--- src/common/dram_traffic_pkg.sv ---
package dram_traffic_pkg;

    // controller side
    localparam int BURST_ADDR_W = 24;
    localparam int DATA_W       = 128;

    // read request word fields
    localparam int PERIOD_W = 14;
    localparam int INSTR_W  = 2;
    localparam int REQ_W    = INSTR_W + PERIOD_W + BURST_ADDR_W;  // 40

    // response is the data word followed by the echoed request
    localparam int RESP_W = DATA_W + REQ_W;  // 168

    localparam int COUNT_W = 16;  // completion counter

    typedef struct packed {
        logic [INSTR_W-1:0]      instrument;
        logic [PERIOD_W-1:0]     period;
        logic [BURST_ADDR_W-1:0] addr;
    } read_req_t;

    // one request picked by decode, waiting for the strobe register
    typedef struct packed {
        logic                    is_write;
        logic                    last;      // last beat of the sample load
        logic [BURST_ADDR_W-1:0] addr;
        logic [DATA_W-1:0]       data;
        read_req_t               req_word;  // zero for writes
    } mem_req_t;

    // what result needs to know about each issued request
    typedef struct packed {
        logic      is_write;
        logic      last;
        read_req_t req_word;
    } inflight_t;

endpackage

--- src/common/mem_req_if.sv ---
`timescale 1ns/1ps

// selected memory request, decode -> execute
interface mem_req_if import dram_traffic_pkg::*; ();

    logic     req_valid;
    logic     req_ready;
    mem_req_t req;

    modport decode (
        output req_valid,
        output req,
        input  req_ready
    );

    modport execute (
        input  req_valid,
        input  req,
        output req_ready
    );

endinterface

--- src/common/inflight_if.sv ---
`timescale 1ns/1ps

// issued-request records forward, credits back
interface inflight_if import dram_traffic_pkg::*; ();

    logic      push;           // one per issued request
    inflight_t record;
    logic      credit_return;  // one per retired request

    modport execute (
        output push,
        output record,
        input  credit_return
    );

    modport result (
        input  push,
        input  record,
        output credit_return
    );

endinterface

--- src/traffic/request_decode.sv ---
`timescale 1ns/1ps

module request_decode import dram_traffic_pkg::*; (
    input  logic              clk_dram_ctrl,
    input  logic              rst_dram_ctrl,

    input  logic [DATA_W-1:0] i_write_data,
    input  logic              i_write_last,
    input  logic              i_write_valid,
    output logic              o_write_ready,

    input  logic [REQ_W-1:0]  i_read_req_data,
    input  logic              i_read_req_valid,
    output logic              o_read_req_ready,

    input  logic              i_load_complete,

    mem_req_if.decode         mem_req
);

    logic                    in_ready;
    logic                    write_take;
    logic                    read_take;
    logic                    write_closed;  // last beat already taken
    logic [BURST_ADDR_W-1:0] write_addr;
    read_req_t               rd_word;

    assign rd_word = i_read_req_data;

    // output register empty or draining this cycle
    assign in_ready = !mem_req.req_valid || mem_req.req_ready;

    assign o_write_ready    = in_ready && !i_load_complete && !write_closed;
    assign o_read_req_ready = in_ready && i_load_complete;

    assign write_take = i_write_valid && o_write_ready;
    assign read_take  = i_read_req_valid && o_read_req_ready;

    always_ff @(posedge clk_dram_ctrl) begin
        if (rst_dram_ctrl) begin
            mem_req.req_valid <= 1'b0;
            write_addr        <= '0;
            write_closed      <= 1'b0;
        end else begin
            if (write_take || read_take) begin
                mem_req.req_valid <= 1'b1;
            end else if (mem_req.req_ready) begin
                mem_req.req_valid <= 1'b0;
            end

            if (write_take) begin
                write_addr <= write_addr + 1'b1;  // beat i goes to burst i
                if (i_write_last) begin
                    write_closed <= 1'b1;  // sticky until reset
                end
            end
        end
    end

    always_ff @(posedge clk_dram_ctrl) begin
        if (write_take) begin
            mem_req.req <= '{is_write: 1'b1,
                             last:     i_write_last,
                             addr:     write_addr,
                             data:     i_write_data,
                             req_word: '0};
        end else if (read_take) begin
            // burst address straight from the request word
            mem_req.req <= '{is_write: 1'b0,
                             last:     1'b0,
                             addr:     rd_word.addr,
                             data:     '0,
                             req_word: rd_word};
        end
    end

    // execute must see a steady request until it takes it
    a_req_hold: assert property (@(posedge clk_dram_ctrl) disable iff (rst_dram_ctrl)
        mem_req.req_valid && !mem_req.req_ready |=>
            mem_req.req_valid && $stable(mem_req.req));

endmodule

--- src/traffic/request_execute.sv ---
`timescale 1ns/1ps

module request_execute import dram_traffic_pkg::*; #(
    parameter int INFLIGHT_DEPTH = 4
) (
    input  logic                    clk_dram_ctrl,
    input  logic                    rst_dram_ctrl,

    // controller strobe side
    input  logic                    i_mem_busy,
    output logic                    o_mem_en,
    output logic [BURST_ADDR_W-1:0] o_mem_addr,
    output logic                    o_mem_write_enable,
    output logic [DATA_W-1:0]       o_mem_write_data,

    mem_req_if.execute              mem_req,
    inflight_if.execute             inflight
);

    localparam int CREDIT_W = $clog2(INFLIGHT_DEPTH + 1);

    logic [CREDIT_W-1:0] credits;
    logic [CREDIT_W-1:0] credits_next;
    logic                issue;
    logic                take;
    mem_req_t            held;  // request sitting on the strobe

    // controller takes the strobe when not stalling
    assign issue = o_mem_en && !i_mem_busy;

    // credits left after this cycle's issue and return
    assign credits_next = credits
                        + CREDIT_W'(inflight.credit_return)
                        - CREDIT_W'(issue);

    // strobe free or freeing up, and a credit left for the new request
    assign mem_req.req_ready = (!o_mem_en || issue) && (credits_next != '0);
    assign take = mem_req.req_valid && mem_req.req_ready;

    always_ff @(posedge clk_dram_ctrl) begin
        if (rst_dram_ctrl) begin
            o_mem_en <= 1'b0;
            credits  <= CREDIT_W'(INFLIGHT_DEPTH);
        end else begin
            credits <= credits_next;
            if (take) begin
                o_mem_en <= 1'b1;
            end else if (issue) begin
                o_mem_en <= 1'b0;
            end
        end
    end

    always_ff @(posedge clk_dram_ctrl) begin
        if (take) begin
            held <= mem_req.req;
        end
    end

    assign o_mem_addr         = held.addr;
    assign o_mem_write_enable = held.is_write;
    assign o_mem_write_data   = held.data;

    // record goes out on the issue cycle, in issue order
    assign inflight.push   = issue;
    assign inflight.record = '{is_write: held.is_write,
                               last:     held.last,
                               req_word: held.req_word};

    // wishbone stall rule
    a_stall_hold: assert property (@(posedge clk_dram_ctrl) disable iff (rst_dram_ctrl)
        o_mem_en && i_mem_busy |=>
            o_mem_en && $stable(o_mem_addr) && $stable(o_mem_write_data)
            && $stable(o_mem_write_enable));

    // result must never hand back more than was issued
    a_credit_bound: assert property (@(posedge clk_dram_ctrl) disable iff (rst_dram_ctrl)
        credits <= CREDIT_W'(INFLIGHT_DEPTH));

endmodule

--- src/traffic/response_router.sv ---
`timescale 1ns/1ps

module response_router import dram_traffic_pkg::*; #(
    parameter int INFLIGHT_DEPTH = 4
) (
    input  logic               clk_dram_ctrl,
    input  logic               rst_dram_ctrl,

    input  logic               i_mem_complete,
    input  logic [DATA_W-1:0]  i_mem_resp_data,

    output logic [RESP_W-1:0]  o_read_data,
    output logic               o_read_data_valid,
    input  logic               i_read_data_ready,

    output logic               o_sample_load_complete,
    output logic [COUNT_W-1:0] o_complete_count,

    inflight_if.result         inflight
);

    localparam int PTR_W = $clog2(INFLIGHT_DEPTH);
    localparam int CNT_W = PTR_W + 1;

    // issued requests, oldest at the read pointer
    inflight_t        rec_mem [INFLIGHT_DEPTH];
    logic [PTR_W-1:0] rec_wr_ptr;
    logic [PTR_W-1:0] rec_rd_ptr;
    logic [CNT_W-1:0] rec_count;
    inflight_t        rec_head;

    // read responses waiting for the consumer
    logic [RESP_W-1:0] resp_mem [INFLIGHT_DEPTH];
    logic [PTR_W-1:0]  resp_wr_ptr;
    logic [PTR_W-1:0]  resp_rd_ptr;
    logic [CNT_W-1:0]  resp_count;

    logic ack_write;
    logic ack_read;
    logic resp_pop;

    assign rec_head  = rec_mem[rec_rd_ptr];
    assign ack_write = i_mem_complete && rec_head.is_write;
    assign ack_read  = i_mem_complete && !rec_head.is_write;

    assign o_read_data       = resp_mem[resp_rd_ptr];
    assign o_read_data_valid = resp_count != '0;
    assign resp_pop          = o_read_data_valid && i_read_data_ready;

    // writes retire on ack, reads once they leave the buffer
    assign inflight.credit_return = ack_write || resp_pop;

    always_ff @(posedge clk_dram_ctrl) begin
        if (rst_dram_ctrl) begin
            rec_wr_ptr             <= '0;
            rec_rd_ptr             <= '0;
            rec_count              <= '0;
            resp_wr_ptr            <= '0;
            resp_rd_ptr            <= '0;
            resp_count             <= '0;
            o_sample_load_complete <= 1'b0;
            o_complete_count       <= '0;
        end else begin
            if (inflight.push) rec_wr_ptr <= rec_wr_ptr + 1'b1;
            if (i_mem_complete) rec_rd_ptr <= rec_rd_ptr + 1'b1;
            rec_count <= rec_count + CNT_W'(inflight.push) - CNT_W'(i_mem_complete);

            if (ack_read) resp_wr_ptr <= resp_wr_ptr + 1'b1;
            if (resp_pop) resp_rd_ptr <= resp_rd_ptr + 1'b1;
            resp_count <= resp_count + CNT_W'(ack_read) - CNT_W'(resp_pop);

            if (ack_write && rec_head.last) begin
                o_sample_load_complete <= 1'b1;  // held until reset
            end
            if (i_mem_complete) begin
                o_complete_count <= o_complete_count + 1'b1;
            end
        end
    end

    always_ff @(posedge clk_dram_ctrl) begin
        if (inflight.push) begin
            rec_mem[rec_wr_ptr] <= inflight.record;
        end
        if (ack_read) begin
            resp_mem[resp_wr_ptr] <= {i_mem_resp_data, rec_head.req_word};
        end
    end

    // controller acks only what execute issued
    a_ack_has_record: assert property (@(posedge clk_dram_ctrl) disable iff (rst_dram_ctrl)
        i_mem_complete |-> rec_count != '0);

    // decode keeps reads behind the load, so at most one credit per cycle
    a_single_return: assert property (@(posedge clk_dram_ctrl) disable iff (rst_dram_ctrl)
        !(ack_write && resp_pop));

endmodule

--- src/logic/dram_traffic_top.sv ---
`timescale 1ns/1ps

module dram_traffic_top import dram_traffic_pkg::*; #(
    parameter int INFLIGHT_DEPTH = 4  // power of two, 2 to 16
) (
    input  logic                    clk_dram_ctrl,
    input  logic                    rst_dram_ctrl,

    // sample load stream
    input  logic [DATA_W-1:0]       i_write_data,
    input  logic                    i_write_last,
    input  logic                    i_write_valid,
    output logic                    o_write_ready,

    // read request stream
    input  logic [REQ_W-1:0]        i_read_req_data,
    input  logic                    i_read_req_valid,
    output logic                    o_read_req_ready,

    // read response stream
    output logic [RESP_W-1:0]       o_read_data,
    output logic                    o_read_data_valid,
    input  logic                    i_read_data_ready,

    // DDR3 controller, wishbone style
    output logic [BURST_ADDR_W-1:0] o_mem_addr,
    output logic                    o_mem_en,
    output logic                    o_mem_write_enable,
    output logic [DATA_W-1:0]       o_mem_write_data,
    input  logic                    i_mem_busy,
    input  logic                    i_mem_complete,
    input  logic [DATA_W-1:0]       i_mem_resp_data,

    output logic                    o_sample_load_complete,
    output logic [COUNT_W-1:0]      o_complete_count
);

    mem_req_if  mem_req ();
    inflight_if inflight ();

    request_decode u_decode (
        .clk_dram_ctrl    (clk_dram_ctrl),
        .rst_dram_ctrl    (rst_dram_ctrl),
        .i_write_data     (i_write_data),
        .i_write_last     (i_write_last),
        .i_write_valid    (i_write_valid),
        .o_write_ready    (o_write_ready),
        .i_read_req_data  (i_read_req_data),
        .i_read_req_valid (i_read_req_valid),
        .o_read_req_ready (o_read_req_ready),
        .i_load_complete  (o_sample_load_complete),  // reads open after the load
        .mem_req          (mem_req.decode)
    );

    request_execute #(
        .INFLIGHT_DEPTH (INFLIGHT_DEPTH)
    ) u_execute (
        .clk_dram_ctrl      (clk_dram_ctrl),
        .rst_dram_ctrl      (rst_dram_ctrl),
        .i_mem_busy         (i_mem_busy),
        .o_mem_en           (o_mem_en),
        .o_mem_addr         (o_mem_addr),
        .o_mem_write_enable (o_mem_write_enable),
        .o_mem_write_data   (o_mem_write_data),
        .mem_req            (mem_req.execute),
        .inflight           (inflight.execute)
    );

    response_router #(
        .INFLIGHT_DEPTH (INFLIGHT_DEPTH)
    ) u_result (
        .clk_dram_ctrl          (clk_dram_ctrl),
        .rst_dram_ctrl          (rst_dram_ctrl),
        .i_mem_complete         (i_mem_complete),
        .i_mem_resp_data        (i_mem_resp_data),
        .o_read_data            (o_read_data),
        .o_read_data_valid      (o_read_data_valid),
        .i_read_data_ready      (i_read_data_ready),
        .o_sample_load_complete (o_sample_load_complete),
        .o_complete_count       (o_complete_count),
        .inflight               (inflight.result)
    );

endmodule

--- config.mk ---
export PLATFORM = sky130hd
export DESIGN_NAME = dram_traffic_top
export DESIGN_NICKNAME = d
export VERILOG_FILES = /design/src/common/dram_traffic_pkg.sv /design/src/common/mem_req_if.sv /design/src/common/inflight_if.sv /design/src/traffic/request_decode.sv /design/src/traffic/request_execute.sv /design/src/traffic/response_router.sv /design/src/logic/dram_traffic_top.sv
export SDC_FILE = /design/constraint.sdc
export NUM_CORES = 1
export LEC_CHECK = 0
export BUFFER_PORTS_ARGS = -buffer_cell sky130_fd_sc_hd__buf_2
export CAP_MARGIN = 20
export CORE_MARGIN = 2
export CORE_UTILIZATION = 57
export DETAILED_ROUTE_END_ITERATION = 12
export GPL_ROUTABILITY_DRIVEN = 0
export PLACE_DENSITY = 0.79
export SLEW_MARGIN = 20
export SYNTH_ARGS = -nofsm -noshare
export SYNTH_HDL_FRONTEND = slang
export SYNTH_SLANG_ARGS = --single-unit
--- constraint.sdc ---
create_clock -name clk_dram_ctrl -period 19.7 [get_ports clk_dram_ctrl]
set_clock_uncertainty 0.1 [all_clocks]
set_input_delay 1.97 -clock clk_dram_ctrl [delete_from_list [all_inputs] [get_ports clk_dram_ctrl]]
set_output_delay 1.97 -clock clk_dram_ctrl [all_outputs]
set_load 0.01 [all_outputs]
-- After elaboration in Yosys (flattened, before gate mapping)
Memories as Yosys holds them, arrays and structs flattened. A register that Yosys moved wholly into a read port is not among the register bits.
Cells that the tools add are included.
- flip-flop bits (word level): 446
- bits in writable memories: 840
- memories: 2
- mux-type cells: 14
- reduce and logical (&&, ||, !) cells: 28
- add/subtract/negate cells: 10
- memories (memory ; words ; bits a word ; read ports ; clocked after memory_dff ; write ports ; RTL line ; RTL):
    u_result.resp_mem ; 4 ; 168 ; 1 ; 1 ; 1 ; response_router.sv:33 ; logic [RESP_W-1:0] resp_mem [INFLIGHT_DEPTH];
    u_result.rec_mem ; 4 ; 42 ; 1 ; 1 ; 1 ; response_router.sv:26 ; inflight_t rec_mem [INFLIGHT_DEPTH];
- operators by type and width (kind ; count):
    193-bit two-way mux ; 2
    24-bit by 1-bit adder with 24-bit output (second input constant) ; 1
    16-bit by 1-bit adder with 16-bit output (second input constant) ; 1
    1-bit logical AND ; 12
    2-bit by 1-bit adder with 2-bit output (second input constant) ; 4
    1-bit two-way mux ; 8
    2-bit two-way mux ; 4
    3-bit by 1-bit adder with 3-bit output ; 2
    1-bit logical NOT ; 6
    2-bit nonzero test ; 3
    3-bit nonzero test ; 2
    3-bit by 1-bit subtractor with 3-bit output ; 2
    1-bit logical OR ; 4
    2-bit AND reduction ; 1

-- Depth between registers and ports, before layout
- depth after elaboration: 13
- mapped depth: 15

-- By module
A second synthesis with hierarchy kept.
- cell total of the unflattened synthesis: 2141
- area, all modules: 45990.4 sq um
- modules (own cells, without submodules) (module ; cells each ; area each (sq um) ; times used ; sequential area each (sq um)):
    response_router ; 1253 ; 31616.6 ; 1 ; 25864.8
    request_decode ; 672 ; 8319.2 ; 1 ; 5935.7
    request_execute ; 216 ; 6054.6 ; 1 ; 5905.7

-- Worst setup path after synthesis
OpenSTA, ideal clock, no wires.
- path type: input port to flip-flop
- start point: in i_mem_complete
- end point: reg, netlist name u_decode.mem_req.req[100]
- setup time: 877 ps
- path slack: 4110 ps
- required time: 18723 ps
- path buffers: 2
- data arrival time: 14613 ps
- stages: 12
- cell sequence: buf_2 -> and2_1 -> nor2_1 -> ha_1 -> inv_1 -> ha_1 -> inv_1 -> fa_1 -> nand3b_1 -> o21ai_0 -> clkbuf_1 -> o21ai_0
- cells in the longest elaborated chain, start to end: 11
- elaborated cells on any way between the ends: 13
- RTL lines (what ; RTL line ; RTL):
    start, declared ; dram_traffic_top.sv:31 ; input logic i_mem_complete,
    1-bit logical AND * ; response_router.sv:43 ; assign ack_write = i_mem_complete && rec_head.is_write;
    1-bit logical OR * ; response_router.sv:51 ; assign inflight.credit_return = ack_write || resp_pop;
    3-bit by 1-bit adder with 3-bit output * ; request_execute.sv:33 ; + CREDIT_W'(inflight.credit_return)
    3-bit by 1-bit subtractor with 3-bit output * ; request_execute.sv:34 ; - CREDIT_W'(issue);
    3-bit nonzero test * ; request_execute.sv:37 ; assign mem_req.req_ready = (!o_mem_en || issue) && (credits_next != '0);
    1-bit logical AND * ; request_execute.sv:37 ;
    1-bit logical OR * ; request_decode.sv:31 ; assign in_ready = !mem_req.req_valid || mem_req.req_ready;
    1-bit logical AND (2 in a row) ; request_decode.sv:33 ; assign o_write_ready = in_ready && !i_load_complete && !write_closed;
    1-bit logical AND ; request_decode.sv:36 ; assign write_take = i_write_valid && o_write_ready;
    2-bit nonzero test (no line) * ; -- ;
Every way passes the cells marked *; elsewhere a longest branch is shown, timed or not.
A chain may end at the register's enable or synchronous reset.

-- Worst setup path after layout
- start point: in i_mem_busy
- end point: out o_read_req_ready
- cells in the longest elaborated chain, start to end: 7
- elaborated cells on any way between the ends: 8
- RTL lines (what ; RTL line ; RTL):
    start, declared ; dram_traffic_top.sv:30 ; input logic i_mem_busy,
    1-bit logical NOT * ; request_execute.sv:29 ; assign issue = o_mem_en && !i_mem_busy;
    1-bit logical AND * ; request_execute.sv:29 ;
    3-bit by 1-bit subtractor with 3-bit output ; request_execute.sv:34 ;
    3-bit nonzero test ; request_execute.sv:37 ;
    1-bit logical AND * ; request_execute.sv:37 ;
    1-bit logical OR * ; request_decode.sv:31 ;
    1-bit logical AND * ; request_decode.sv:34 ; assign o_read_req_ready = in_ready && i_load_complete;
    end, declared ; dram_traffic_top.sv:18 ; output logic o_read_req_ready,
Marks and branches as above.

==> impl_metrics.tcl <==
set metrics [dict create \
    outcome "finished, final reports clean" \
    die_w_um 288.4 \
    timing.hold.worst_endpoint "u_execute.o_mem_write_data[111]" \
    max_slew.worst_pin.slew_ns 1.042 \
    min-delay-path-class "reg2reg" \
    synth.area.top_cells "edfxtp_1 77%, mux4_2 10%, dfxtp_1 4.5%" \
    syn2layout_area_growth_pct 18.41 \
    tns_ns 0 \
    post-synth-top-area-fraction_pct 77.30 \
    fp-row-count 104 \
    unrepaired_setup_endpoints_after_global_routing "false" \
    timing.max_cap.violations 0 \
    dr_total_vias 22990 \
    cts_max_level 4 \
    top_cell_type_by_total_area_after_synthesis "edfxtp_1" \
    postRouteAntennaNets 0 \
    yosysMostFrequentCell "edfxtp_1" \
    final_layout_size_suffix_gt1_share_pct 36.71 \
    hold_path_depth 0 \
    total_power_w 0.006784 \
    post_cts_buffers 0 \
    finalWorstPathRequiredPeriod_ns 7.202 \
    cts_num_sinks 1290 \
    grt_max_degree 110 \
    wl_per_cell_um 24.32 \
    slew_viol_final 0 \
    cts_resized 0 \
    wire_length_of_the_first_global_routing_pass_um 145600 \
    yosys_warnings 0 \
    timing.critical_path.from_type "primary input" \
    setup-violations-final 0 \
    holdBufCountCts 0 \
    worstHoldStart "u_decode.mem_req.req[151]" \
    post-place-cells 3785 \
    timing.fmax_mhz 138.8 \
    globalRouteOverflowTotal 0 \
    syn-mean-instance-area_sq_um 21.38 \
    clock_latency_at_the_later_pin_of_the_worst_skew_pair_ns 0.71 \
    final_min_period_over_clock_period_pct 36.56 \
    endpoint_kind "output pin" \
    relSlewSlack_pct 30.53 \
    postSynthRegisterBits 1290 \
    root_buffer "clkbuf_16" \
    p_leak_nw 18.76 \
    dp_hpwl_um 62280 \
    detailedRoute.firstPassIterationCount 5 \
    fin_cells 4030 \
    synth_fp_nets 2477 \
    r2r-end "u_execute.o_mem_write_data[85]" \
    drt_drc_violations_left 0 \
    placement.io_buffers 645 \
    cp_data_required_time_ns 17.63 \
    number_of_nets_in_the_layout 3178 \
    gr-usage-all-layers_pct 23.53 \
    cts-buffers-inserted 130 \
    synth_edf_count 1187 \
    netlist_top_cells_count "1,187 x edfxtp_1, 210 x mux4_2, 141 x and2_1, 103 x dfxtp_1, 73 x clkbuf_1" \
    cts.clk_slew.worst_paths_ns 0.06 \
    design.core.area_sq_mm 0.08029 \
    timing_worst_setup_path_type "in2out" \
    power_density_mw_per_mm2 124.2 \
    final_core_utilization_pct 68.01 \
    asyncSetResetFlopFracSynth_pct 0 \
    final.fill_count 4937 \
    starting_density_of_the_core_pct 57.44 \
    cp_data_arrival_time_ns 5.13 \
    max-clock-path-buffers 3 \
    wl_um 98000 \
    tritoncts "built" \
    setup.reg_to_reg.worst_slack_ns 14.40 \
    dr.first_iter.drc_count 1725 \
    count_of_final_hold_check_violations 0 \
    yosys_most_used_dff "edfxtp_1" \
    critical_path_peak_fanout 42 \
    top_level_ports 646 \
    part_of_the_yosys_area_used_for_sequential_elements_pct 81.77 \
    timing.critical_path.from "i_mem_busy" \
    synthesis.instances 2157 \
    post_synth_num_cell_types 43 \
    syn_area_sq_mm 0.04611 \
    ff2ff_path_depth 13 \
    via_count_of_the_first_global_routing_pass 24030 \
    floorplan.die_area_sq_mm 0.08319 \
    grt_antenna_before_repair 21 \
    power.ir.vdd_worst_uv 90.63 \
    die_h_um 288.4 \
    post_drt_via_cell_ratio 5.706 \
]
state kept, by name, summed over array words and instances, names as in the netlist, 16 cells and up, named ones only:
name                        flops
u_decode.mem_req.req          194
u_execute.inflight.record      41
u_execute.o_mem_write_data    128
u_execute.o_mem_addr           24
u_result.resp_mem             672
u_decode.write_addr            24
u_result.rec_mem              168
u_result.o_complete_count      16
final cells by class:
cell class                      count  area (sq um)  share of cell area (%)
Sequential cell                  1290         37720                   69.08
Clock buffer                      171          3468                   6.352
Antenna cell                       12         30.03                 0.05500
Inverter                           16         60.06                  0.1100
Timing Repair Buffer              674          3485                   6.382
Clock inverter                     61         535.5                  0.9808
Multi-Input combinational cell    746          7979                   14.61
Tap cell                         1060          1326                   2.429
worst max-delay path, stage by stage:
cell,delay (ns)
buf_2,0.14
nor2b_1,0.42
ha_1,0.32
inv_1,0.06
ha_1,0.13
inv_1,0.05
fa_1,0.51
nand3b_1,0.33
o21a_2,0.79
and2_1,0.25
buf_2,0.14
layer usage:
metal,vias up,share of wire [%],global-route usage (%)
met3,185,8.3,7.038
met4,22,3.0,8.096
met5,-,0.12,0
met1,11720,37,28.55
li1,10120,-,-
met2,951,52,40.44
cell families after synthesis:
| group | count (synthesis) | share of synthesized area [%] |
|---|---|---|
| compound gates | 151 | 1.785 |
| xor+xnor | 21 | 0.4341 |
| fa+ha+maj | 16 | 0.4667 |
| buf+inv | 121 | 1.053 |
| flops | 1290 | 81.77 |
| mux | 214 | 10.35 |
| simple gates | 344 | 4.143 |
metrics by stage:
stage          hold slack (ns)  worst slack, ns  cell area (sq um)
6_report                0.3079            12.50              54600
4_1_cts                 0.3084            12.39              54540
3_5_place_dp            0.3045            12.51              50530
5_1_grt                 0.3213            12.22              54590
2_1_floorplan           0.3003            4.110              46110
3_3_place_gp            0.3000            12.62              50530
placed cells by master (no fill, tap or decap), drive strengths merged, types with 2 or more instances in the layout:
cell      Yosys  routed
or3           9       9
xnor2        11      11
clkinvlp      0       2
buf          31     674
dfxtp       103     103
and2        141     141
a21oi        70      70
mux4        210     210
o21ai        58      58
xor2          9       9
inv          16      24
o31ai        16      16
diode         0      12
nor2         33      33
ha           14      14
nand4        14      14
edfxtp     1187    1187
nand3        52      52
mux2i         2       2
bufinv        0       6
fa            2       2
nor2b         6       6
nand2        56      56
nor3b         2       2
clkinv        0      45
or4          17      17
mux2          2       2
and4          6       6
and3          4       4
clkbuf       74     171
worst max path at each step:
stage                                 to  slack [ns]  cells after the start
6_report                o_read_req_ready       12.50                     11
5_1_grt                 o_read_req_ready       12.22                     12
4_1_cts                 o_read_req_ready       12.39                     12
3_5_place_dp            o_read_req_ready       12.51                     11
3_3_place_gp            o_read_req_ready       12.62                     11
2_1_floorplan  u_decode.mem_req.req[100]        4.11                     12
report_power, final:
| part | leakage, nW | switching (W) | internal [W] |
|---|---|---|---|
| combinational | 4.99 | 0.000606 | 0.000438 |
| sequential | 11.8 | 0.000108 | 0.00332 |
| clock | 1.96 | 0.000986 | 0.00133 |
| total | 18.8 | 0.00170 | 0.00508 |
Power figures use the tool's default switching activity.
